$ cat src/zports_defines.svh
`ifndef ZPORTS_DEFINES_SVH
`define ZPORTS_DEFINES_SVH

// bus widths
`define ZP_ABUS_W 16
`define ZP_DBUS_W 8

// low address byte of each decoded port
`define ZP_PORT_FE    8'hFE
`define ZP_PORT_FD    8'hFD
`define ZP_PORT_F7    8'hF7
`define ZP_PORT_BF    8'hBF
`define ZP_PORT_KJOY  8'h1F
`define ZP_PORT_MOUSE 8'hDF
`define ZP_PORT_CVX1  8'hFB
`define ZP_PORT_CVX2  8'hDD
`define ZP_PORT_SD0   8'h0F
`define ZP_PORT_SD1   8'h1F
`define ZP_PORT_SD2   8'h4F
`define ZP_PORT_SD3   8'h5F

// ide task file, nemo layout
`define ZP_IDE_10 8'h10
`define ZP_IDE_11 8'h11
`define ZP_IDE_30 8'h30
`define ZP_IDE_50 8'h50
`define ZP_IDE_70 8'h70
`define ZP_IDE_90 8'h90
`define ZP_IDE_B0 8'hB0
`define ZP_IDE_D0 8'hD0
`define ZP_IDE_F0 8'hF0
`define ZP_IDE_C8 8'hC8

`define ZP_IDLE_DATA 8'hFF // nothing drives the bus

// upper address fields
`define ZP_AY_HI   15
`define ZP_AY_LO   14
`define ZP_AY_REG  2'b11 // FFFD
`define ZP_AY_DAT  2'b10 // BFFD
`define ZP_A_7FFD  15
`define ZP_A_EFF7  12

// reset values
`define ZP_P7FFD_RST  8'h00
`define ZP_PEFF7_RST  8'h00
`define ZP_BORDER_RST 6'h00
`define ZP_PSD_RST    8'h00

`endif

$ cat src/zports_pkg.sv
package zports_pkg;

	// decoded target of the current io address
	typedef enum logic [3:0]
	{
		SEL_NONE     = 4'd0,
		SEL_FE       = 4'd1,  // keyboard, border, beeper
		SEL_FD       = 4'd2,  // 7FFD paging and the AY ports
		SEL_F7       = 4'd3,  // EFF7, hidden in shadow
		SEL_BF       = 4'd4,  // shadow and rom write enable
		SEL_KJOY     = 4'd5,  // kempston joystick, also soundrive ch 1
		SEL_MOUSE    = 4'd6,
		SEL_COVOX    = 4'd7,
		SEL_SDRIVE   = 4'd8,
		SEL_IDE_EVEN = 4'd9,  // every ide port except #11
		SEL_IDE_ODD  = 4'd10  // #11, high data byte
	} port_sel_t;

	// kind of ide access on the bus
	typedef enum logic [1:0]
	{
		IDE_NONE    = 2'd0,
		IDE_DATA_LO = 2'd1, // #10
		IDE_DATA_HI = 2'd2, // #11
		IDE_REG     = 2'd3  // remaining task file ports
	} ide_acc_t;

endpackage

$ cat src/sound_border.sv
`timescale 1ns/1ns
`include "zports_defines.svh"

module sound_border (
	input  logic                  zclk,
	input  logic                  rst_n,
	input  zports_pkg::port_sel_t sel,
	input  logic                  port_wr,
	input  logic [7:0]            a_lo,
	input  logic [`ZP_DBUS_W-1:0] din,
	output logic [5:0]            border,
	output logic [7:0]            psd0,
	output logic [7:0]            psd1,
	output logic [7:0]            psd2,
	output logic [7:0]            psd3
);

	logic fe_wr;
	logic cvx_wr;
	logic sd_wr;

	assign fe_wr  = port_wr && (sel == zports_pkg::SEL_FE);
	assign cvx_wr = port_wr && (sel == zports_pkg::SEL_COVOX);
	// channel 1 shares 1F with the joystick
	assign sd_wr  = port_wr && ((sel == zports_pkg::SEL_SDRIVE) || (sel == zports_pkg::SEL_KJOY));

	always_ff @(posedge zclk or negedge rst_n)
	begin
		if (!rst_n)
		begin
			border <= `ZP_BORDER_RST;
			psd0   <= `ZP_PSD_RST;
			psd1   <= `ZP_PSD_RST;
			psd2   <= `ZP_PSD_RST;
			psd3   <= `ZP_PSD_RST;
		end
		else if (fe_wr)
		begin
			border <= {din[1], 1'b0, din[2], 1'b0, din[0], 1'b0};
			psd0   <= {8{din[4]}}; // beeper on the left pair
			psd1   <= {8{din[4]}};
			psd2   <= {din[4], {7{din[3]}}};
			psd3   <= {8{din[3]}}; // tape out
		end
		else if (cvx_wr)
		begin
			psd0 <= din;
			psd1 <= din;
			psd2 <= din;
			psd3 <= din;
		end
		else if (sd_wr)
		begin
			case (a_lo)
				`ZP_PORT_SD0: psd0 <= din;
				`ZP_PORT_SD1: psd1 <= din;
				`ZP_PORT_SD2: psd2 <= din;
				`ZP_PORT_SD3: psd3 <= din;
				default:      psd0 <= psd0;
			endcase
		end
	end

endmodule

$ cat config.mk
export PLATFORM = sky130hd
export DESIGN_NAME = sound_border
export DESIGN_NICKNAME = d
export VERILOG_FILES = /design/src/zports_pkg.sv /design/src/sound_border.sv
export VERILOG_INCLUDE_DIRS = /design/src
export SDC_FILE = /design/constraint.sdc
export NUM_CORES = 1
export LEC_CHECK = 0
export ABC_AREA = 1
export BUFFER_PORTS_ARGS = -buffer_cell sky130_fd_sc_hd__buf_4
export CAP_MARGIN = 20
export CORE_ASPECT_RATIO = 1.2
export CORE_MARGIN = 8
export CORE_UTILIZATION = 53
export DETAILED_ROUTE_END_ITERATION = 10
export HOLD_SLACK_MARGIN = 0.06
export PLACE_DENSITY = 0.83
export SLEW_MARGIN = 5
export SYNTH_ARGS = -nofsm -noshare
export SYNTH_HDL_FRONTEND = slang
export SYNTH_SLANG_ARGS = --single-unit
$ cat constraint.sdc
create_clock -name zclk -period 1.15 [get_ports zclk]
set_clock_uncertainty 0.15 [all_clocks]
set_input_delay 0.0575 -clock zclk [delete_from_list [all_inputs] [get_ports zclk]]
set_output_delay 0.0575 -clock zclk [all_outputs]
set_load 0.01 [all_outputs]
# Word-level counts from Yosys, hierarchy flattened
# Index checks and enable logic that the tools add are counted.
[op_classes]
shift = 0
muxes = 16
multipliers = 0
addsub = 0
bitwise_logic = 0
n_reduce_logical = 13
n_lt_le_gt_ge = 0
eq_ne = 8
n_div = 0
[op_table]
columns = ["op", "n"]
rows = [
  ["$mux 8", 16],
  ["$eq 8x7->1 const B", 2],
  ["$reduce_bool 3->1", 5],
  ["$eq 4x3->1 const B", 2],
  ["$eq 8x4->1 const B", 1],
  ["$eq 8x5->1 const B", 1],
  ["$reduce_and 2->1", 4],
  ["$eq 4x1->1 const B", 1],
  ["$eq 4x4->1 const B", 1],
  ["$logic_and 1x1->1", 3],
  ["$logic_or 1x1->1", 1],
]
[totals]
inputBits = 23
mem_count = 0
mem_bits_rw = 0
output_inout_bits = 38
latch_bits = 0
register_bits = 35
rom_bits = 0
word_cells = 42

# Logic depth before layout (Yosys ltp)
[depth]
ltp_word = 6
depth_mapped = 9
depth_no_buf = 9

# Least setup slack after synthesis
# OpenSTA, ideal clock, no wires.
[synth_timing]
path_kind = "input to register"
start = "input sel[3]"
end = "register psd2[0]"
t_required_ns = 0.883
n_path_buf = 0
t_arrival_ns = 0.806
path_stages = 8
path_slack_ns = 0.077
cell_sequence = "inv_1 > nand2_1 > nor2_2 > inv_1 > nand3_2 > nand2_2 > nand2_1 > nand2_1"
[synth_between]
elab_chain_cells = 5
word_cells_on_any_way = 13
[synth_rtl]
columns = ["item", "line", "source"]
rows = [
  ["start, declared", "sound_border.sv:7", "input zports_pkg::port_sel_t sel,"],
  ["$eq 4x4->1 or $eq 4x3->1 (tied branches)", "sound_border.sv:25", "assign sd_wr = port_wr && ((sel == zports_pkg::SEL_SDRIVE) || (sel == zports_pkg::SEL_KJOY));"],
  ["$logic_or 1x1->1", "sound_border.sv:25", ""],
  ["$logic_and 1x1->1", "sound_border.sv:25", ""],
  ["$reduce_bool 3->1 (no source line)", "-", ""],
  ["$reduce_and 2->1 (no source line)", "-", ""],
  ["end signal, assigned", "sound_border.sv:34", "psd2 <= `ZP_PSD_RST;"],
  ["end signal, assigned", "sound_border.sv:42", "psd2 <= {din[4], {7{din[3]}}};"],
  ["end signal, assigned", "sound_border.sv:49", "psd2 <= din;"],
  ["end, declared", "sound_border.sv:14", "output logic [7:0] psd2,"],
]
# Parallel ways exist; a longest one is shown, timed or not.
# A chain may end at the register's enable or synchronous reset.

# Worst setup path in the final report
[layout_timing]
start = "input din[4]"
end = "register psd1[7]"
[layout_between]
elab_chain_cells = 1
[layout_rtl]
columns = ["item", "line", "source"]
rows = [
  ["start, declared", "sound_border.sv:10", "input logic [`ZP_DBUS_W-1:0] din,"],
  ["$mux 8", "sound_border.sv:37", "else if (fe_wr)"],
  ["end signal, assigned", "sound_border.sv:33", "psd1 <= `ZP_PSD_RST;"],
  ["end signal, assigned", "sound_border.sv:41", "psd1 <= {8{din[4]}};"],
  ["end signal, assigned", "sound_border.sv:48", "psd1 <= din;"],
  ["end, declared", "sound_border.sv:13", "output logic [7:0] psd1,"],
]
# Every way passes these cells.

==> summary.md <==
| Metric | Value |
|---|---|
| Run status | finished clean |
| Cell area after layout | 2480 µm² |
| First-pass GRT wire length | roughly 8100 µm |
| GR peak layer | met2 |
| Post-synth top area share | 0.509 |
| Via count | 1,792 |
| Sw Share | 0.293 |
| Syn Area/Cell | 7.76 µm² |
| Critical path type | input pin to flop |
| Nature of the critical path endpoint | flop |
| Buffers on Ports | 57 |
| Finished Layout Cells | 342 |
| Largest net degree at the start of global routing | 36 |
| Diode count | 0 |
| CP top delay family | buffers and inverters |
| M3 GR Usage | 0.0440 |
| Die Y | a little under 80 µm |
| EDFF count, synth | 0 |
| Static Leakage | 1.46 nW |
| Largest fanout on the critical path | 7 |
| GR Layer Usage met1 | 0.231 |
| DR DRC count | 0 |
| Max_cap viols | 0 |
| RSZ-0062 raised after global routing | false |
| Vias in the first global route | 1,782 |
| Final-report setup violation count | 0 |
| NetSw | roughly 860 µW |
| Bufs on Longest Clock Path | 2 |
| P_int | 2.07 mW |
| Routed WL | 4700 µm |
| Dominant cell type by area after synthesis | dfrtp_1 |
| Worst EP required | ~1200 ps |
| Gate power share | 0.269 |
| Distinct cells, synth | 14 |
| Most numerous cell in the Yosys netlist | nand2_1 |
| PnR Total Power | 2.94 mW |
| Synth Register Bits | 35 |
| Peak Freq | 900 MHz |
| Most used cell, CP | nand2_1 |
| Dpl hpwl | 3570 µm |
| Slowest Stage Delay on Critical Path | 550 ps |
| # IOs | between 60 and 70 |
| Worst hold slack | 59.1 ps |
| Slowest cell on crit path | dlygate4sd3_1 |
| Core Box Area | 3080 µm² |
| Share of cells above drive strength 1 | 0.304 |
| Top post-synthesis cells by count | nand2_1, nand3_1, dfrtp_1 |
| CTS clock-pin slew for the worst setup and hold paths | roughly 100 ps |
| Met2 Use GR | 0.318 |
| Layout Nets | 329 |
| Power share of the clock group | 0.226 |
| Final core occ | 0.803 |
| Top post-synthesis cells by area | dfrtp_1, nand2_1, nand3_1, buf_4, nor2_1 |
| Worst setup SP type | input pin |
| Fin crit period | between 1000 and 1500 ps |
| Pre-CTS WS | -206 ps |
| PD cells | 1190 nW/µm² |
| Synthesized area | 1720 µm² |
| Peak VDD IR | 1.26 mV |
| Full die area | 5340 µm² |
| Dpl cells | 326 |
| H-tree depth | 2 |
| Syn-to-layout area delta | 43.8% |
| Synth async-reset ratio | 1.00 |
| Placed instance area | 2320 µm² |
| Mapped Cells | 222 |
| Setup WS post-layout | around 39 ps |
| Clk sinks | 35 |
| Synthesis Warnings | 0 |
| GRT Residual Overflow | 0 |
| Router iterations before antenna repair | 4 |
| Clock Tree Root | clkbuf_4 |
| Rows | 22 |
| Final GP Congestion | 0.864 |
| Die Wd | 68.0 µm |
| Worst Path Buf+Inv | 2 |
| TritonCTS clock tree | done |
| Worst Path Arrival | about 1200 ps |
| Post-CTS Setup Bufs | 0 |
| Max Slew Vio Count | 0 |
| Hold WC Path Type | input pin to asynchronous set/reset pin |
| Tot GR Track Use | 0.192 |
| 1st-iter DRT viols | 120 |
| Post-route ant nets | 0 |
| Main synth FF type | dfrtp_1 |
| DR vias/cell | 5.24 |
| Hold Vio Cnt, Final | 0 |
| CTS Buf Count | 5 |
| Crit share post-route | 0.966 |
| Starting Density | 0.558 |
| Flop-to-flop setup slack | 320 ps |
| Register share of total power | 0.506 |
| WL/cell | 13.7 µm |
| Initial antenna violation count | 0 |
| Cell chain of the critical path | dlygate4sd3_1 > buf_4 > nand2_2 > nand2_1 > nand3_1 > nand2_1 |
| Fin Setup TNS | 0 ps |
| Worst-skew pair later-pin latency | 320 ps |
| Post-synthesis sequential area ratio | 0.509 |
-- state kept, by name, summed over array words and instances (netlist names) --
name    flops
psd0        8
psd3        8
border      3
psd2        8
psd1        8
-- cell type report --
cell class                 count  area (µm²)
sequential                    35         876
multi-input combinational    173         773
timing repair buffer          83         696
fill                         216         607
clock buffer                   6        51.3
tap                           36        45.0
inverter                       8        30.0
clock inverter                 1        5.00
-- cell usage in the layout (no fill, tap or decap) --
cell           count
nand2_1           91
buf_4             70
nand3_1           56
dfrtp_1           35
nor2_1            12
dlygate4sd3_1      9
inv_1              7
clkbuf_4           5
nand2_2            4
buf_12             4
nand3_2            3
conb_1             3
nor2_4             2
nor2_2             1
inv_2              1
nand2_4            1
clkinv_2           1
clkbuf_8           1
-- power by group through the flow --
stage / registers [mW] / clock network (mW) / logic (mW)
6_report: 1.48 / 0.663 / 0.789
3_3_place_gp: 1.50 / 0 / 0.755
3_5_place_dp: 1.51 / 0 / 0.767
4_1_cts: 1.48 / 0.674 / 0.793
2_1_floorplan: 1.58 / 0 / 0.241
5_1_grt: 1.50 / 0.735 / 0.867
-- per-layer routing --
layer,vias to the layer above,share of wire
met5,-,0
met4,0,0.018
met3,8,0.070
met2,78,0.51
met1,829,0.40
li1,877,-
-- kinds of logic (layout without fill, tap and decap cells) --
group / after synthesis / count (layout) / synth area share
simple gates: 170 / 170 / 0.440
flops: 35 / 35 / 0.509
buf+inv: 16 / 98 / 0.0494
other cells: 1 / 3 / 0.00218
-- path summary, 6_finish.rpt --
path,start,endpoint,cells after the start
min in group zclk,port_wr,border[5]$_DFFE_PN0P_,6
max in group asynchronous,rst_n,psd2[6]$_DFFE_PN0P_,2
worst max register to register,psd0[3]$_DFFE_PN0P_,psd0[3]$_DFFE_PN0P_,2
worst max-delay path,din[4],psd1[7]$_DFFE_PN0P_,6
worst min-delay path,rst_n,psd2[3]$_DFFE_PN0P_,2
worst min register to register,psd2[6]$_DFFE_PN0P_,psd2[6]$_DFFE_PN0P_,2
-- timing repair --
action | 4_1_cts | 5_1_grt
gates resized for setup | 0 | 2
hold buffers | 9 | 0
endpoints found under the hold margin | 70 | 0
setup endpoints to repair | 0 | 22
No activity file was read; power rests on OpenSTA's default activity.
