[src/zports_defines.svh]
`ifndef ZPORTS_DEFINES_SVH
`define ZPORTS_DEFINES_SVH

// bus widths
`define ZP_ABUS_W 16
`define ZP_DBUS_W 8

// low address byte of each decoded port
`define ZP_PORT_FE    8'hFE
`define ZP_PORT_FD    8'hFD
`define ZP_PORT_F7    8'hF7
`define ZP_PORT_BF    8'hBF
`define ZP_PORT_KJOY  8'h1F
`define ZP_PORT_MOUSE 8'hDF
`define ZP_PORT_CVX1  8'hFB
`define ZP_PORT_CVX2  8'hDD
`define ZP_PORT_SD0   8'h0F
`define ZP_PORT_SD1   8'h1F
`define ZP_PORT_SD2   8'h4F
`define ZP_PORT_SD3   8'h5F

// ide task file, nemo layout
`define ZP_IDE_10 8'h10
`define ZP_IDE_11 8'h11
`define ZP_IDE_30 8'h30
`define ZP_IDE_50 8'h50
`define ZP_IDE_70 8'h70
`define ZP_IDE_90 8'h90
`define ZP_IDE_B0 8'hB0
`define ZP_IDE_D0 8'hD0
`define ZP_IDE_F0 8'hF0
`define ZP_IDE_C8 8'hC8

`define ZP_IDLE_DATA 8'hFF // nothing drives the bus

// upper address fields
`define ZP_AY_HI   15
`define ZP_AY_LO   14
`define ZP_AY_REG  2'b11 // FFFD
`define ZP_AY_DAT  2'b10 // BFFD
`define ZP_A_7FFD  15
`define ZP_A_EFF7  12

// reset values
`define ZP_P7FFD_RST  8'h00
`define ZP_PEFF7_RST  8'h00
`define ZP_BORDER_RST 6'h00
`define ZP_PSD_RST    8'h00

`endif

[src/zports_pkg.sv]
package zports_pkg;

	// decoded target of the current io address
	typedef enum logic [3:0]
	{
		SEL_NONE     = 4'd0,
		SEL_FE       = 4'd1,  // keyboard, border, beeper
		SEL_FD       = 4'd2,  // 7FFD paging and the AY ports
		SEL_F7       = 4'd3,  // EFF7, hidden in shadow
		SEL_BF       = 4'd4,  // shadow and rom write enable
		SEL_KJOY     = 4'd5,  // kempston joystick, also soundrive ch 1
		SEL_MOUSE    = 4'd6,
		SEL_COVOX    = 4'd7,
		SEL_SDRIVE   = 4'd8,
		SEL_IDE_EVEN = 4'd9,  // every ide port except #11
		SEL_IDE_ODD  = 4'd10  // #11, high data byte
	} port_sel_t;

	// kind of ide access on the bus
	typedef enum logic [1:0]
	{
		IDE_NONE    = 2'd0,
		IDE_DATA_LO = 2'd1, // #10
		IDE_DATA_HI = 2'd2, // #11
		IDE_REG     = 2'd3  // remaining task file ports
	} ide_acc_t;

endpackage

[src/ide_bridge.sv]
`timescale 1ns/1ns
`include "zports_defines.svh"

module ide_bridge (
	input  logic                  zclk,
	input  logic                  rst_n,
	input  zports_pkg::ide_acc_t  ide_acc,
	input  logic                  port_rd,
	input  logic                  port_wr,
	input  logic                  iorq_n,
	input  logic                  rd_n,
	input  logic                  wr_n,
	input  logic [2:0]            a_hi3,
	input  logic                  cs1_sel,
	input  logic [`ZP_DBUS_W-1:0] din,
	input  logic [15:0]           idein,
	output logic [15:0]           ideout,
	output logic [7:0]            ide_rdata,
	output logic [2:0]            ide_a,
	output logic                  ide_cs0_n,
	output logic                  ide_cs1_n,
	output logic                  ide_rd_n,
	output logic                  ide_wr_n,
	output logic                  idedataout
);

	logic        acc_lo;    // #10
	logic        acc_hi;    // #11
	logic        dev_port;  // ports wired to the drive
	logic        any_ide;
	logic        lo_rd;     // first half of a word read

	logic        rd_trig;   // nemo-divide triggers
	logic        wrlo_trig;
	logic        wrhi_trig;
	logic        rd_hold;   // trigger state frozen for the bus cycle
	logic        wrlo_hold;
	logic        wrhi_hold;

	logic [7:0]  hi_in;     // high byte kept from the low read
	logic [15:0] wr_stage;  // byte written ahead of the strobe

	assign acc_lo   = (ide_acc == zports_pkg::IDE_DATA_LO);
	assign acc_hi   = (ide_acc == zports_pkg::IDE_DATA_HI);
	assign dev_port = acc_lo || (ide_acc == zports_pkg::IDE_REG);
	assign any_ide  = (ide_acc != zports_pkg::IDE_NONE);
	assign lo_rd    = port_rd && acc_lo && !rd_trig;

	//////////////////////////////////////////////////////////////////////
	// triggers
	// normal read  #10 lo, #11 hi     divide read  #10 lo, #10 hi
	// normal write #11 hi, #10 lo     divide write #10 lo, #10 hi

	always_ff @(posedge zclk or negedge rst_n)
	begin
		if (!rst_n)
		begin
			rd_trig   <= 1'b0;
			wrlo_trig <= 1'b0;
			wrhi_trig <= 1'b0;
		end
		else
		begin
			if (lo_rd)
				rd_trig <= 1'b1;
			else if (any_ide && (port_rd || port_wr))
				rd_trig <= 1'b0;

			if (any_ide && (port_rd || port_wr))
			begin
				wrhi_trig <= acc_hi && port_wr;
				wrlo_trig <= acc_lo && port_wr && !wrhi_trig && !wrlo_trig;
			end
		end
	end

	// sampled only while the strobe is high so the cycle sees a stable value
	always_ff @(posedge zclk or negedge rst_n)
	begin
		if (!rst_n)
		begin
			rd_hold   <= 1'b0;
			wrlo_hold <= 1'b0;
			wrhi_hold <= 1'b0;
		end
		else
		begin
			if (rd_n)
				rd_hold <= rd_trig;
			if (wr_n)
			begin
				wrlo_hold <= wrlo_trig;
				wrhi_hold <= wrhi_trig;
			end
		end
	end

	// data staging
	always_ff @(posedge zclk)
	begin
		if (lo_rd)
			hi_in <= idein[15:8];
		if (port_wr && acc_hi)
			wr_stage[15:8] <= din;
		if (port_wr && acc_lo && !wrlo_trig)
			wr_stage[7:0] <= din;
	end

	//////////////////////////////////////////////////////////////////////
	// drive side

	assign ide_a     = a_hi3;
	assign ide_cs0_n = ~dev_port | cs1_sel;
	assign ide_cs1_n = ~dev_port | ~cs1_sel;

	assign ide_rd_n   = iorq_n | rd_n | ~dev_port | (rd_hold && acc_lo); // divide hi read
	assign ide_wr_n   = iorq_n | wr_n | ~dev_port | (acc_lo && !wrlo_hold && !wrhi_hold);
	assign idedataout = ide_rd_n;

	assign ide_rdata = (acc_hi || (rd_hold && acc_lo)) ? hi_in : idein[7:0];

	assign ideout[15:8] = wrhi_hold ? wr_stage[15:8] : din;
	assign ideout[7:0]  = wrlo_hold ? wr_stage[7:0] : din;

endmodule

[config.mk]
export PLATFORM = sky130hd
export DESIGN_NAME = ide_bridge
export DESIGN_NICKNAME = d
export VERILOG_FILES = /design/src/zports_pkg.sv /design/src/ide_bridge.sv
export VERILOG_INCLUDE_DIRS = /design/src
export SDC_FILE = /design/constraint.sdc
export NUM_CORES = 1
export LEC_CHECK = 0
export ABC_AREA = 1
export ABC_CLOCK_PERIOD_IN_PS = 3900
export BUFFER_PORTS_ARGS = -buffer_cell sky130_fd_sc_hd__buf_4
export CAP_MARGIN = 10
export CORE_AREA = 8 8 66 73
export CTS_CLUSTER_SIZE = 28
export DETAILED_ROUTE_END_ITERATION = 10
export DIE_AREA = 0 0 74 81
export HOLD_SLACK_MARGIN = 0.06
export PLACE_DENSITY = 0.74
export SYNTH_ARGS = -nofsm -noshare
export SYNTH_HDL_FRONTEND = slang
export SYNTH_SLANG_ARGS = --single-unit
export TNS_END_PERCENT = 30
[constraint.sdc]
create_clock -name zclk -period 3.9 [get_ports zclk]
set_clock_uncertainty 0.05 [all_clocks]
set_input_delay 0.585 -clock zclk [delete_from_list [all_inputs] [get_ports zclk]]
set_output_delay 0.585 -clock zclk [all_outputs]
set_load 0.1 [all_outputs]
After elaboration in Yosys (flattened, before gate mapping)
Index checks and enable logic that the tools add are counted.
Word-level totals
  bits in latches: 0
  bits in writable memories: 0
  word-level logic and storage cells: 48
  bits in registers: 30
  memory bits (read-only): 0
  memories kept: 0
Operators by class
  order comparisons: 0
  multiplexer cells: 5
  shift-type cells: 0
  multipliers: 0
  equal/unequal tests: 3
  divide/modulo/power cells: 0
  bitwise operators: 10
  reductions and logical operators: 21
  add/subtract/negate cells: 0
Operators by type and width (count)
  8-bit two-way mux: 3
  1-bit logical AND: 11
  1-bit bitwise OR: 8
  1-bit zero test: 5
  2-bit equality test, second input constant: 2
  2-bit nonzero test: 2
  1-bit logical OR: 3
  2-bit by 1-bit equality test with 1-bit output, second input constant: 1
  1-bit two-way mux: 2
  1-bit inverter: 2

Logic depth before layout (Yosys ltp)
  word-level depth: 5
  gate-level depth with buffers: 5
  depth with buffers taken out: 5

Least setup slack after synthesis
OpenSTA, ideal clock, no wires.
  path type: input to output
  start: input port din[0]
  end: output port ideout[0]
  data arrival time: 2.716 ns
  setup slack: 0.549 ns
  buffers on the path: 0
  cell stages on the path: 2
  cell sequence: inv_1 o21ai_0
On the way
  longest elaborated chain between the ends: 1
RTL lines
  start, declared: line ide_bridge.sv:15  | input logic [`ZP_DBUS_W-1:0] din,
  8-bit two-way mux: line ide_bridge.sv:123  | assign ideout[7:0] = wrlo_hold ? wr_stage[7:0] : din;
  end, declared: line ide_bridge.sv:17  | output logic [15:0] ideout,
Every way passes these cells.

Worst setup path in the final report
  start: register wrlo_hold
  end: output port ideout[1]
On the way
  longest elaborated chain between the ends: 1
RTL lines
  start, declared: line ide_bridge.sv:37  | logic wrlo_hold;
  start signal, assigned: line ide_bridge.sv:92  | wrlo_hold <= wrlo_trig;
  8-bit two-way mux: line ide_bridge.sv:123
Every way passes these cells.

==> flow_summary_export.csv <==
group,metric,value,unit
clocking,cts_buffer_depth,2,
clocking,cts_sinks,30,
global_route,grt_pass1_vias,1125,
critical_path,r2r_start,"wrlo_trig",
logic_synthesis,syn_nets,179,
critical_path,cp.arrival,1470,ps
timing,finalCriticalPeriod,2100,ps
logic_synthesis,synth-seq-cells,30,
clocking,numCtsBuffers,5,
logic_synthesis,yosys.area.top_type,"edfxtp_1",
logic_synthesis,synth_edf_count,24,
clocking,clkTransAtPathRegs,70,ps
timing,setup-violations-final,0,
logic_synthesis,ys.flop_type,"edfxtp_1",
detailed_routing,ant_nets,0,
logic_synthesis,synthDistinctLibCells,17,
critical_path,r2r-end,"wr_stage[7]",
cells_and_area,area_growth,43.6,%
cells_and_area,final_layout_size_suffix_gt1_share,37.7,%
timing,setup-tns-final,0,ps
min_path,min_to,"hi_in[7]",
logic_synthesis,synthCells,142,
timing,maxSlewViolCount,0,
logic_synthesis,synth_top_area_share,51.8,%
logic_synthesis,avgSynthCellArea,9.80,um2
critical_path,worst-path-buf-inv,1,
global_route,antenna_found_initial,0,
placed_design,place_congestion,0.805,
detailed_routing,drc,0,
detailed_routing,routed_wl,3.39,mm
critical_path,reg2regPathDepth,1,
die,die_w,74,um
detailed_routing,vias_per_cell,4.45,
critical_path,ff2ff_setup_slack,2500,ps
critical_path,path_class,"reg -> out",
clocking,cts_tree,"yes",
run,maxCapViolations,0,
cells_and_area,n_antenna_cell,0,
clocking,root_buffer,"clkbuf_8",
logic_synthesis,synthTopCellsByCount,"nand2_1, edfxtp_1, o21ai_0, inv_1, nand3_1",
timing,rsz0062_at_grt,"false",
critical_path,cpPeakStageDelay,640,ps
die,die-area,0.00599,mm2
clocking,insertion_delay,280,ps
detailed_routing,first_pass_iters,4,
logic_synthesis,ys_warn_count,0,
die,coreArea,0.00360,mm2
critical_path,cp_cell_sequence,"nand2_1, o21ai_0, buf_4",
outcome,run_status,"complete, no violations",
cells_and_area,finalNetCount,243,
pwr,peakVddDrop,0.282,mV
timing,fmax,475,MHz
detailed_routing,drtIter0Drc,46,
critical_path,crit_path_end_kind,"primary output",
min_path,whs_path_depth,1,
timing,tightest_slew,648,ps
timing,finalHoldViolations,0,
die,start_util,38.7,%
critical_path,slowest_stage,"dfrtp_1",
timing,relSlewSlack,56.6,%
global_route,grt_max_degree,18,
placed_design,dp_hpwl,2.79,mm
logic_synthesis,yosys.cell_count.top_type,"nand2_1",
min_path,hold_class,"in -> reg",
timing,finalCritPeriodShare,53.9,%
logic_synthesis,synth_area,0.00139,mm2
global_route,grt_overflow_total,0,
die,rows,23,
pwr,power_leakage,0.927,nW
critical_path,cp.required,3260,ps
detailed_routing,wire_per_inst,13.2,um
logic_synthesis,ys_seq_area_share,62.6,%
clocking,htree_levels,2,
critical_path,cp-start-kind,"flop",
min_path,hp-start,"idein[15]",
clocking,cts-resized-gates,0,
detailed_routing,via_count,1144,
global_route,grt_usage,11.3,%
critical_path,crit_family,"flip-flops",
timing,whs,432,ps
placed_design,io_buffer_count,62,
critical_path,cp_max_fo,17,
pwr,powerDensity,510,mW/mm2
die,ios,69,
die,die_h,81,um
logic_synthesis,synth.area.top_cells,"edfxtp_1, nand2_1, dfrtp_1, o21ai_0, inv_1",
global_route,grt_pass1_wl,5.06,mm
logic_synthesis,synthArstFlopShare,20.0,%
[layer usage]
metal  part of all wire [%]  global-route usage [%]
met5                      0                       0
met4                   0.91                    5.60
met3                    8.5                    5.91
met2                     53                    19.8
met1                     37                    10.6
[stage by stage]
| step | worst slack (ps) | total power, mW | utilization (%) | cell area (um2) | std cells |
|---|---|---|---|---|---|
| after floorplan | 549 | 0.654 | - | 1390 | 142 |
| after global placement | 1810 | 0.727 | 52.2 | 1880 | 248 |
| after detailed placement | 1800 | 0.730 | 52.2 | 1880 | 248 |
| after CTS | 1800 | 1.03 | 55.5 | 2000 | 257 |
| after global routing | 1680 | 1.06 | 55.5 | 2000 | 257 |
| final | 1800 | 1.02 | 55.5 | 2000 | 257 |
[logic make-up (layout without fill, tap and decap cells)]
group           count (synthesis)  after routing  synth area share [%]
buf+inv                        24             89                  7.73
compound gates                 19             19                  6.83
flops                          30             30                  62.6
simple gates                   69             69                  22.8
[layout by cell type (no fill, tap or decap)]
cell type	Yosys	layout
inv_1	15	15
dfrtp_1	6	6
clkinv_2	0	2
o21ai_0	19	19
nor2_1	3	3
bufinv_16	0	1
nor3_2	1	1
inv_2	3	3
dlygate4sd3_1	0	1
edfxtp_1	24	24
clkbuf_8	0	5
nand3_4	1	1
nand3b_1	1	1
nand2_4	2	2
or2_1	1	1
nor2_2	1	1
buf_4	4	62
nand2_1	47	47
nor3_1	1	1
nand3_1	11	11
[worst max-delay path by stage]
stage | slack, ps | cells past startpoint | from | to
2_1_floorplan | 550 | 2 | din[0] | ideout[0]
3_3_place_gp | 1810 | 7 | ide_acc[1] | ide_rdata[5]
3_5_place_dp | 1800 | 7 | ide_acc[0] | ide_rdata[3]
4_1_cts | 1800 | 7 | ide_acc[1] | ide_rdata[5]
5_1_grt | 1680 | 3 | wrlo_hold | ideout[1]
6_report | 1800 | 3 | wrlo_hold | ideout[1]
[timing repair]
item                                   4_1_cts  5_1_grt
hold buffers                                 1        0
endpoints found under the hold margin        6        0
setup buffers                                0        0
[cell type report]
| type | count | area [um2] |
|---|---|---|
| Clock inverter | 3 | 40.0 |
| Tap cell | 50 | 62.6 |
| Clock buffer | 5 | 68.8 |
| Multi-Input combinational cell | 88 | 413 |
| Inverter | 18 | 67.6 |
| Sequential cell | 30 | 871 |
| Timing Repair Buffer | 63 | 475 |
| Fill cell | 324 | 1600 |
[sequential cells by signal, summed over array words and instances (netlist names)]
name / flops
wrlo_hold: 1
hi_in: 8
wrlo_trig: 1
wr_stage: 16
rd_trig: 1
rd_hold: 1
wrhi_hold: 1
wrhi_trig: 1
[power by group]
group | switching (mW) | leakage [nW] | internal (mW)
Combinational | 0.271 | 0.570 | 0.0748
Clock | 0.109 | 0.0579 | 0.188
Sequential | 0.0139 | 0.300 | 0.362
Note: power is estimated with default switching activity, not from simulation.
