`src/zports_defines.svh`:
```
`ifndef ZPORTS_DEFINES_SVH
`define ZPORTS_DEFINES_SVH

// bus widths
`define ZP_ABUS_W 16
`define ZP_DBUS_W 8

// low address byte of each decoded port
`define ZP_PORT_FE    8'hFE
`define ZP_PORT_FD    8'hFD
`define ZP_PORT_F7    8'hF7
`define ZP_PORT_BF    8'hBF
`define ZP_PORT_KJOY  8'h1F
`define ZP_PORT_MOUSE 8'hDF
`define ZP_PORT_CVX1  8'hFB
`define ZP_PORT_CVX2  8'hDD
`define ZP_PORT_SD0   8'h0F
`define ZP_PORT_SD1   8'h1F
`define ZP_PORT_SD2   8'h4F
`define ZP_PORT_SD3   8'h5F

// ide task file, nemo layout
`define ZP_IDE_10 8'h10
`define ZP_IDE_11 8'h11
`define ZP_IDE_30 8'h30
`define ZP_IDE_50 8'h50
`define ZP_IDE_70 8'h70
`define ZP_IDE_90 8'h90
`define ZP_IDE_B0 8'hB0
`define ZP_IDE_D0 8'hD0
`define ZP_IDE_F0 8'hF0
`define ZP_IDE_C8 8'hC8

`define ZP_IDLE_DATA 8'hFF // nothing drives the bus

// upper address fields
`define ZP_AY_HI   15
`define ZP_AY_LO   14
`define ZP_AY_REG  2'b11 // FFFD
`define ZP_AY_DAT  2'b10 // BFFD
`define ZP_A_7FFD  15
`define ZP_A_EFF7  12

// reset values
`define ZP_P7FFD_RST  8'h00
`define ZP_PEFF7_RST  8'h00
`define ZP_BORDER_RST 6'h00
`define ZP_PSD_RST    8'h00

`endif

```
`src/zports_pkg.sv`:
```
package zports_pkg;

	// decoded target of the current io address
	typedef enum logic [3:0]
	{
		SEL_NONE     = 4'd0,
		SEL_FE       = 4'd1,  // keyboard, border, beeper
		SEL_FD       = 4'd2,  // 7FFD paging and the AY ports
		SEL_F7       = 4'd3,  // EFF7, hidden in shadow
		SEL_BF       = 4'd4,  // shadow and rom write enable
		SEL_KJOY     = 4'd5,  // kempston joystick, also soundrive ch 1
		SEL_MOUSE    = 4'd6,
		SEL_COVOX    = 4'd7,
		SEL_SDRIVE   = 4'd8,
		SEL_IDE_EVEN = 4'd9,  // every ide port except #11
		SEL_IDE_ODD  = 4'd10  // #11, high data byte
	} port_sel_t;

	// kind of ide access on the bus
	typedef enum logic [1:0]
	{
		IDE_NONE    = 2'd0,
		IDE_DATA_LO = 2'd1, // #10
		IDE_DATA_HI = 2'd2, // #11
		IDE_REG     = 2'd3  // remaining task file ports
	} ide_acc_t;

endpackage

```
`src/port_decode.sv`:
```
`timescale 1ns/1ns
`include "zports_defines.svh"

module port_decode (
	input  logic [`ZP_ABUS_W-1:0] a,
	input  logic                  iorq_n,
	input  logic                  rd_n,
	input  logic                  wr_n,
	input  logic                  shadow,
	input  logic [4:0]            keys_in,
	input  logic                  tape_read,
	input  logic [4:0]            kj_in,
	input  logic [7:0]            mus_in,
	input  logic [7:0]            ide_rdata,
	output zports_pkg::port_sel_t sel,
	output zports_pkg::ide_acc_t  ide_acc,
	output logic                  porthit,
	output logic                  dataout,
	output logic [`ZP_DBUS_W-1:0] dout,
	output logic                  ay_bc1,
	output logic                  ay_bdir
);

	logic [7:0] loa;
	logic [1:0] ay_fld;
	logic       ext_port; // FFFD read is answered by the AY chip
	logic       pre_bc1;
	logic       pre_bdir;

	assign loa    = a[7:0];
	assign ay_fld = a[`ZP_AY_HI:`ZP_AY_LO];

	//////////////////////////////////////////////////////////////////////
	// target select

	always_comb
	begin
		case (loa)
			`ZP_PORT_FE:    sel = zports_pkg::SEL_FE;
			`ZP_PORT_FD:    sel = zports_pkg::SEL_FD;
			`ZP_PORT_F7:    sel = shadow ? zports_pkg::SEL_NONE : zports_pkg::SEL_F7;
			`ZP_PORT_BF:    sel = zports_pkg::SEL_BF;
			`ZP_PORT_KJOY:  sel = shadow ? zports_pkg::SEL_NONE : zports_pkg::SEL_KJOY;
			`ZP_PORT_MOUSE: sel = zports_pkg::SEL_MOUSE;
			`ZP_PORT_CVX1,
			`ZP_PORT_CVX2:  sel = zports_pkg::SEL_COVOX;
			`ZP_PORT_SD0,
			`ZP_PORT_SD2,
			`ZP_PORT_SD3:   sel = shadow ? zports_pkg::SEL_NONE : zports_pkg::SEL_SDRIVE;
			`ZP_IDE_10, `ZP_IDE_30, `ZP_IDE_50, `ZP_IDE_70, `ZP_IDE_90,
			`ZP_IDE_B0, `ZP_IDE_D0, `ZP_IDE_F0, `ZP_IDE_C8:
				sel = zports_pkg::SEL_IDE_EVEN;
			`ZP_IDE_11:     sel = zports_pkg::SEL_IDE_ODD;
			default:        sel = zports_pkg::SEL_NONE;
		endcase
	end

	always_comb
	begin
		case (loa)
			`ZP_IDE_10: ide_acc = zports_pkg::IDE_DATA_LO;
			`ZP_IDE_11: ide_acc = zports_pkg::IDE_DATA_HI;
			`ZP_IDE_30, `ZP_IDE_50, `ZP_IDE_70, `ZP_IDE_90,
			`ZP_IDE_B0, `ZP_IDE_D0, `ZP_IDE_F0, `ZP_IDE_C8:
				ide_acc = zports_pkg::IDE_REG;
			default:    ide_acc = zports_pkg::IDE_NONE;
		endcase
	end

	assign porthit  = (sel != zports_pkg::SEL_NONE);
	assign ext_port = (loa == `ZP_PORT_FD) && (ay_fld == `ZP_AY_REG);
	assign dataout  = porthit & ~iorq_n & ~rd_n & ~ext_port;

	//////////////////////////////////////////////////////////////////////
	// read data

	always_comb
	begin
		case (sel)
			zports_pkg::SEL_FE:       dout = {1'b1, tape_read, 1'b0, keys_in};
			zports_pkg::SEL_KJOY:     dout = {3'b000, kj_in};
			zports_pkg::SEL_MOUSE:    dout = mus_in;
			zports_pkg::SEL_IDE_EVEN,
			zports_pkg::SEL_IDE_ODD:  dout = ide_rdata;
			default:                  dout = `ZP_IDLE_DATA;
		endcase
	end

	// AY register select and data, FFFD and BFFD
	always_comb
	begin
		pre_bc1  = 1'b0;
		pre_bdir = 1'b0;
		if (loa == `ZP_PORT_FD)
		begin
			if (ay_fld == `ZP_AY_REG)
			begin
				pre_bc1  = 1'b1;
				pre_bdir = 1'b1;
			end
			else if (ay_fld == `ZP_AY_DAT)
				pre_bdir = 1'b1;
		end
	end

	assign ay_bc1  = pre_bc1 & ~iorq_n & (~rd_n | ~wr_n);
	assign ay_bdir = pre_bdir & ~iorq_n & ~wr_n;

endmodule

```
`config.mk`:
```
export PLATFORM = sky130hd
export DESIGN_NAME = port_decode
export DESIGN_NICKNAME = d
export VERILOG_FILES = /design/src/zports_pkg.sv /design/src/port_decode.sv
export VERILOG_INCLUDE_DIRS = /design/src
export SDC_FILE = /design/constraint.sdc
export NUM_CORES = 1
export LEC_CHECK = 0
export BUFFER_PORTS_ARGS = -buffer_cell sky130_fd_sc_hd__buf_2
export CORE_MARGIN = 2
export CORE_UTILIZATION = 30
export DETAILED_ROUTE_END_ITERATION = 12
export PLACE_DENSITY = 0.81
export SETUP_SLACK_MARGIN = 0.1
export SYNTH_ARGS = -nofsm -noshare
export SYNTH_HDL_FRONTEND = slang
export SYNTH_SLANG_ARGS = --single-unit
export TNS_END_PERCENT = 50
```
`constraint.sdc`:
```
create_clock -name vclk -period 1.4
set_input_delay 0.07 -clock vclk [all_inputs]
set_output_delay 0.07 -clock vclk [all_outputs]
set_load 0.02 [all_outputs]
```
# Yosys cells after proc, flatten, opt, wreduce, memory -nomap -nowiden

Cells that the tools add are included.

Flip-flop bits (word level): 0
Input port bits: 47
Output and inout port bits: 18
Word-level logic and storage cells: 58

Equal/unequal tests: 28
Muxes and demuxes: 11
Bitwise logic cells: 12
Reductions and logical operators: 7

Operator list:

| kind                                                                   | number |
|---|---|
| 8-bit equality test (second input constant)                            | 12 |
| 4-bit case mux with 10 select lines                                    | 1 |
| 8-bit by 7-bit equality test with 1-bit output (second input constant) | 4 |
| 8-bit case mux with 4 select lines                                     | 1 |
| 8-bit by 5-bit equality test with 1-bit output (second input constant) | 3 |
| 9-bit OR reduction                                                     | 1 |
| 4-bit by 3-bit equality test with 1-bit output (second input constant) | 2 |
| 4-bit equality test (second input constant)                            | 2 |
| 8-bit by 4-bit equality test with 1-bit output (second input constant) | 1 |
| 8-bit by 6-bit equality test with 1-bit output (second input constant) | 1 |
| 8-bit OR reduction                                                     | 1 |
| 1-bit bitwise AND                                                      | 7 |
| 2-bit case mux with 3 select lines                                     | 1 |
| 1-bit two-way mux                                                      | 5 |
| 2-bit equality test (second input constant)                            | 2 |
| 4-bit by 1-bit equality test with 1-bit output (second input constant) | 1 |
| 4-bit two-way mux                                                      | 1 |
| 1-bit NOT                                                              | 4 |
| 4-bit nonzero test                                                     | 1 |
| 2-bit OR reduction                                                     | 2 |
| 3-bit two-way mux                                                      | 1 |
| 3-bit OR reduction                                                     | 1 |
| 2-bit two-way mux                                                      | 1 |
| 1-bit logical AND                                                      | 1 |
| 1-bit OR                                                               | 1 |

# Logic depth before layout (Yosys ltp)

Word-level depth: 7
Depth in mapped cells: 6
Mapped depth without buffers: 5

# Worst setup path after synthesis

Ideal clock, no wire load.

Kind: in2out
Start point: input port a[2]
End point: output port ay_bc1
Arrival: 1.671 ns
Data required time: 1.330 ns
Setup slack: -0.341 ns
Cell stages on the path: 4
Path buffers: 1
Path through: buf_2 > and4b_1 > nand3_2 > a2111oi_0

Longest elaborated chain between the ends: 4

RTL lines:

| what                            | RTL line           | source |
|---|---|---|
| start: declaration              | port_decode.sv:5   | `` input logic [`ZP_ABUS_W-1:0] a, `` |
| 8-bit equality test             | n/a                |  |
| 1-bit two-way mux               | port_decode.sv:94  | `` if (loa == `ZP_PORT_FD) `` |
| 1-bit bitwise AND (2 in series) | port_decode.sv:106 | `assign ay_bc1 = pre_bc1 & ~iorq_n & (~rd_n \| ~wr_n);` |
| end: declaration                | port_decode.sv:20  | `output logic ay_bc1,` |

No other way between the ends.

# Worst setup path after layout

Start point: input port a[5]
End point: output port dataout

Longest elaborated chain between the ends: 7
Elaborated cells on any way between the ends: 31
Those cells by class: 21 x eq/ne; 1 x mux; 4 x bitwise; 5 x reduce/logical

RTL lines:

| what                                                                   | RTL line          | source |
|---|---|---|
| 8-bit by 6-bit equality test with 1-bit output (tied with other cells) | port_decode.sv:38 | `case (loa)` |
| 9-bit OR reduction (tied with other cells)                             | port_decode.sv:38 |  |
| 4-bit case mux with 10 select lines                                    | port_decode.sv:38 |  |
| 4-bit nonzero test                                                     | port_decode.sv:70 | `assign porthit = (sel != zports_pkg::SEL_NONE);` |
| 1-bit bitwise AND (2 in series)                                        | port_decode.sv:72 | `assign dataout = porthit & ~iorq_n & ~rd_n & ~ext_port;` |
| 1-bit bitwise AND (*)                                                  | port_decode.sv:72 |  |
| end: declaration                                                       | port_decode.sv:18 | `output logic dataout,` |

Every way passes the cells marked *; elsewhere a longest branch is shown, timed or not.

==> impl_table.tex <==
\begin{tabular}{lr}
\hline
Metric & Value \\
\hline
\multicolumn{2}{l}{\textbf{Pwr}} \\
Combinational group share of total power & 100.0\% \\
Clock Power Share & 0\% \\
Cell area power density & approximately 190 nW/um2 \\
Peak supply drop & 0.000146 V \\
LEAKAGE & approximately 0.63 nW \\
Switching part of the total & between 50\% and 60\% \\
Net switching power of the design & about 0.14 mW \\
Share of total power in sequential cells & 0\% \\
Design internal power & approximately 0.13 mW \\
\multicolumn{2}{l}{\textbf{Route}} \\
Number of nets with antenna violations after detailed routing & 0 \\
Per-cell via count in the routed design & roughly 5.8 \\
Iter 0 DRT Violations & 45 \\
Vias post-DR & approximately 1.1k \\
DRC violation count after routing & 0 \\
Drt first pass iters & 4 \\
Drt wl/cell & roughly 16 um \\
Overall routed net length & $\sim$3300 um \\
\multicolumn{2}{l}{\textbf{Place}} \\
Number of instances in the placed design & 196 \\
Placer Congestion & 0.899 \\
Cell Area, Placed & 1080 um2 \\
IO buf count & 59 \\
Final HPWL DP & 2140 um \\
\multicolumn{2}{l}{\textbf{Floorplanning}} \\
Initial core utilization & between 30\% and 40\% \\
Die outline height & 47.7 um \\
Core region area & between 1500 and 2000 um2 \\
Area enclosed by the die boundary & 2270 um2 \\
Standard-cell row count & 15 \\
Number of top-level pins & 65 \\
Horizontal extent of the die & between 40 and 50 um \\
\multicolumn{2}{l}{\textbf{Setup path}} \\
Required arrival time at the worst endpoint & between 1000 and 1500 ps \\
Data arrival time of the critical path & 1480 ps \\
Worst path slowest cell & sky130\_fd\_sc\_hd\_\_or4\_4 \\
Critical path's largest stage delay & 550 ps \\
Worst setup SP type & input pin \\
Critical Path Fanout Max & 3 \\
Critical path's top delay family & simple AND/OR/NAND/NOR gates \\
Cell-by-cell trace of the critical path & buf\_6 > or4\_4 > a21oi\_4 > nor2\_4 > and3b\_2 > a31oi\_4 > buf\_6 \\
Critical path depth & 7 \\
CP most frequent cell & sky130\_fd\_sc\_hd\_\_buf\_6 \\
Buffer and inverter count on the worst path & 2 \\
Element type at the critical path end & output pin \\
Type of the setup path with the least slack & in2out \\
\multicolumn{2}{l}{\textbf{Finish}} \\
Total non-filler cell area in the finished layout & 1370 um2 \\
Area growth from synthesis to final layout & 139\% \\
Clock buffer count & 0 \\
Final layout net count & $\sim$220 \\
FF+latch count & 0 \\
Layout cells sized above 1 & a little under 70\% \\
Post-Route Utilization & between 70 and 80\% \\
Most common cell after layout, fill and taps aside & sky130\_fd\_sc\_hd\_\_buf\_2 \\
Final antenna diode count & 0 \\
Commonest non-fill, non-tap cells in the layout & sky130\_fd\_sc\_hd\_\_buf\_2, sky130\_fd\_sc\_hd\_\_buf\_4, sky130\_fd\_sc\_hd\_\_buf\_6, sky130\_fd\_sc\_hd\_\_nand2\_1, sky130\_fd\_sc\_hd\_\_nand4\_1 \\
Count of placed standard cells in the final layout, fillers left out & 199 \\
Total area of sequential cells & 0 um2 \\
Fill cell count & 126 \\
\multicolumn{2}{l}{\textbf{STA}} \\
Timing-limited maximum frequency & roughly 0.65 GHz \\
Max-slew violation count & 0 \\
Slew at the pin with the worst max-slew slack & 436 ps \\
Post-route minimum period & around 1500 ps \\
Final count of negative-setup-slack endpoints & 12 \\
Number of hold violations in the final report & 0 \\
Crit path setup slack, layout & -149 ps \\
Unrepaired setup endpoints after global routing & true \\
Crit share post-route & 111\% \\
Minimum hold slack & around 450 ps \\
Setup Total Neg Slack & -831 ps \\
Max-Slew Margin vs Limit & 70.7\% \\
\multicolumn{2}{l}{\textbf{Logic synthesis}} \\
Cells after Synth & 92 \\
Post-synth design cell area & roughly 570 um2 \\
Cell variety after synth & 35 \\
Synth warn & 0 \\
Sequential share of the synthesized area & 0\% \\
Syn\_nets & $\sim$140 \\
Avg Cell Area, Syn & between 6 and 7 um2 \\
\multicolumn{2}{l}{\textbf{GRT}} \\
First-pass GRT wire length & approximately 4000 um \\
Number of antenna violations at the first check in global routing & 0 \\
Global route total overflow & 0 \\
Total global routing track utilization & a little under a quarter \\
Pin count of the biggest net entering global routing & 10 \\
Number of global-route vias before repair & around 930 \\
\multicolumn{2}{l}{\textbf{Run status}} \\
Violations in the final reports & setup timing \\
Outcome & finished, violations left \\
\multicolumn{2}{l}{\textbf{Job}} \\
Max cap viols & 0 \\
\multicolumn{2}{l}{\textbf{Hold path}} \\
Worst min-delay path class & in2out \\
Hold path cells & 4 \\
\multicolumn{2}{l}{\textbf{Clock network}} \\
Hold buffer count at CTS & 0 \\
\hline
\end{tabular}
==> synth_stat cells, drive strengths merged <==
master | number | area share (%)
a2111oi | 1 | 1.5
a21oi | 2 | 1.8
a221oi | 1 | 1.5
a222oi | 1 | 1.8
a22oi | 6 | 7.9
a31oi | 1 | 1.1
a32oi | 1 | 1.5
and3b | 2 | 3.1
and4 | 1 | 2.0
and4b | 1 | 1.8
buf | 5 | 5.5
inv | 3 | 2.0
mux2i | 1 | 1.8
nand2 | 22 | 15
nand2b | 1 | 1.1
nand3 | 8 | 8.8
nand4 | 8 | 8.8
nand4b | 1 | 1.5
nor2 | 8 | 5.3
nor3 | 1 | 1.8
nor4 | 3 | 4.4
nor4b | 2 | 5.7
o21ai | 3 | 2.6
o311a | 1 | 1.8
o31ai | 1 | 1.3
or2 | 2 | 2.6
or2b | 1 | 1.3
or3 | 3 | 3.3
or4 | 1 | 2.0
==> worst paths after layout <==
| kind | endpoint | startpoint | slack (ps) |
|---|---|---|---|
| worst max-delay path | dataout | a[5] | -150 |
| worst min-delay path | dout[7] | mus_in[7] | 450 |
==> metal layers <==
metal	share of wire, %	global-route usage (%)	vias to the layer above
met1	36	30.4	536
li1	-	-	524
met5	0	0	-
met4	4.0	3.78	0
met2	53	41.4	72
met3	6.8	1.51	16
==> cell type report <==
| type | instances | area [um2] | share of cell area [%] |
|---|---|---|---|
| repair buffers | 86 | 622 | 45.4 |
| inverters | 3 | 11.3 | 0.823 |
| multi-input cells | 85 | 704 | 51.5 |
| well taps | 25 | 31.3 | 2.29 |
==> per-stage QoR <==
stage | setup slack (ps) | power [mW]
2_1_floorplan | 1.56 | 0.0871
3_3_place_gp | -175 | 0.198
3_5_place_dp | -223 | 0.205
5_1_grt | -186 | 0.278
4_1_cts | -136 | 0.236
6_report | -149 | 0.264
==> logic make-up after synthesis <==
logic type,share of synthesized area [%]
buffers and inverters,7.44
AND/OR/NAND/NOR,68.1
AO/OA/AOI/OAI,22.8
multiplexers,1.75
==> what timing repair did <==
action                                  in CTS  in global routing
resized for setup                           45                 23
pin swaps                                   18                  8
endpoints found under the setup margin      17                 18
buffers inserted                             1                  1
cloned                                       1                  0
==> power by group through the flow <==
stage	combinational [mW]	sequential, mW	clock (mW)
6_report	0.264	0	0
5_1_grt	0.278	0	0
4_1_cts	0.236	0	0
3_5_place_dp	0.205	0	0
3_3_place_gp	0.198	0	0
2_1_floorplan	0.0871	0	0
Note: power is estimated with default switching activity, not from simulation.
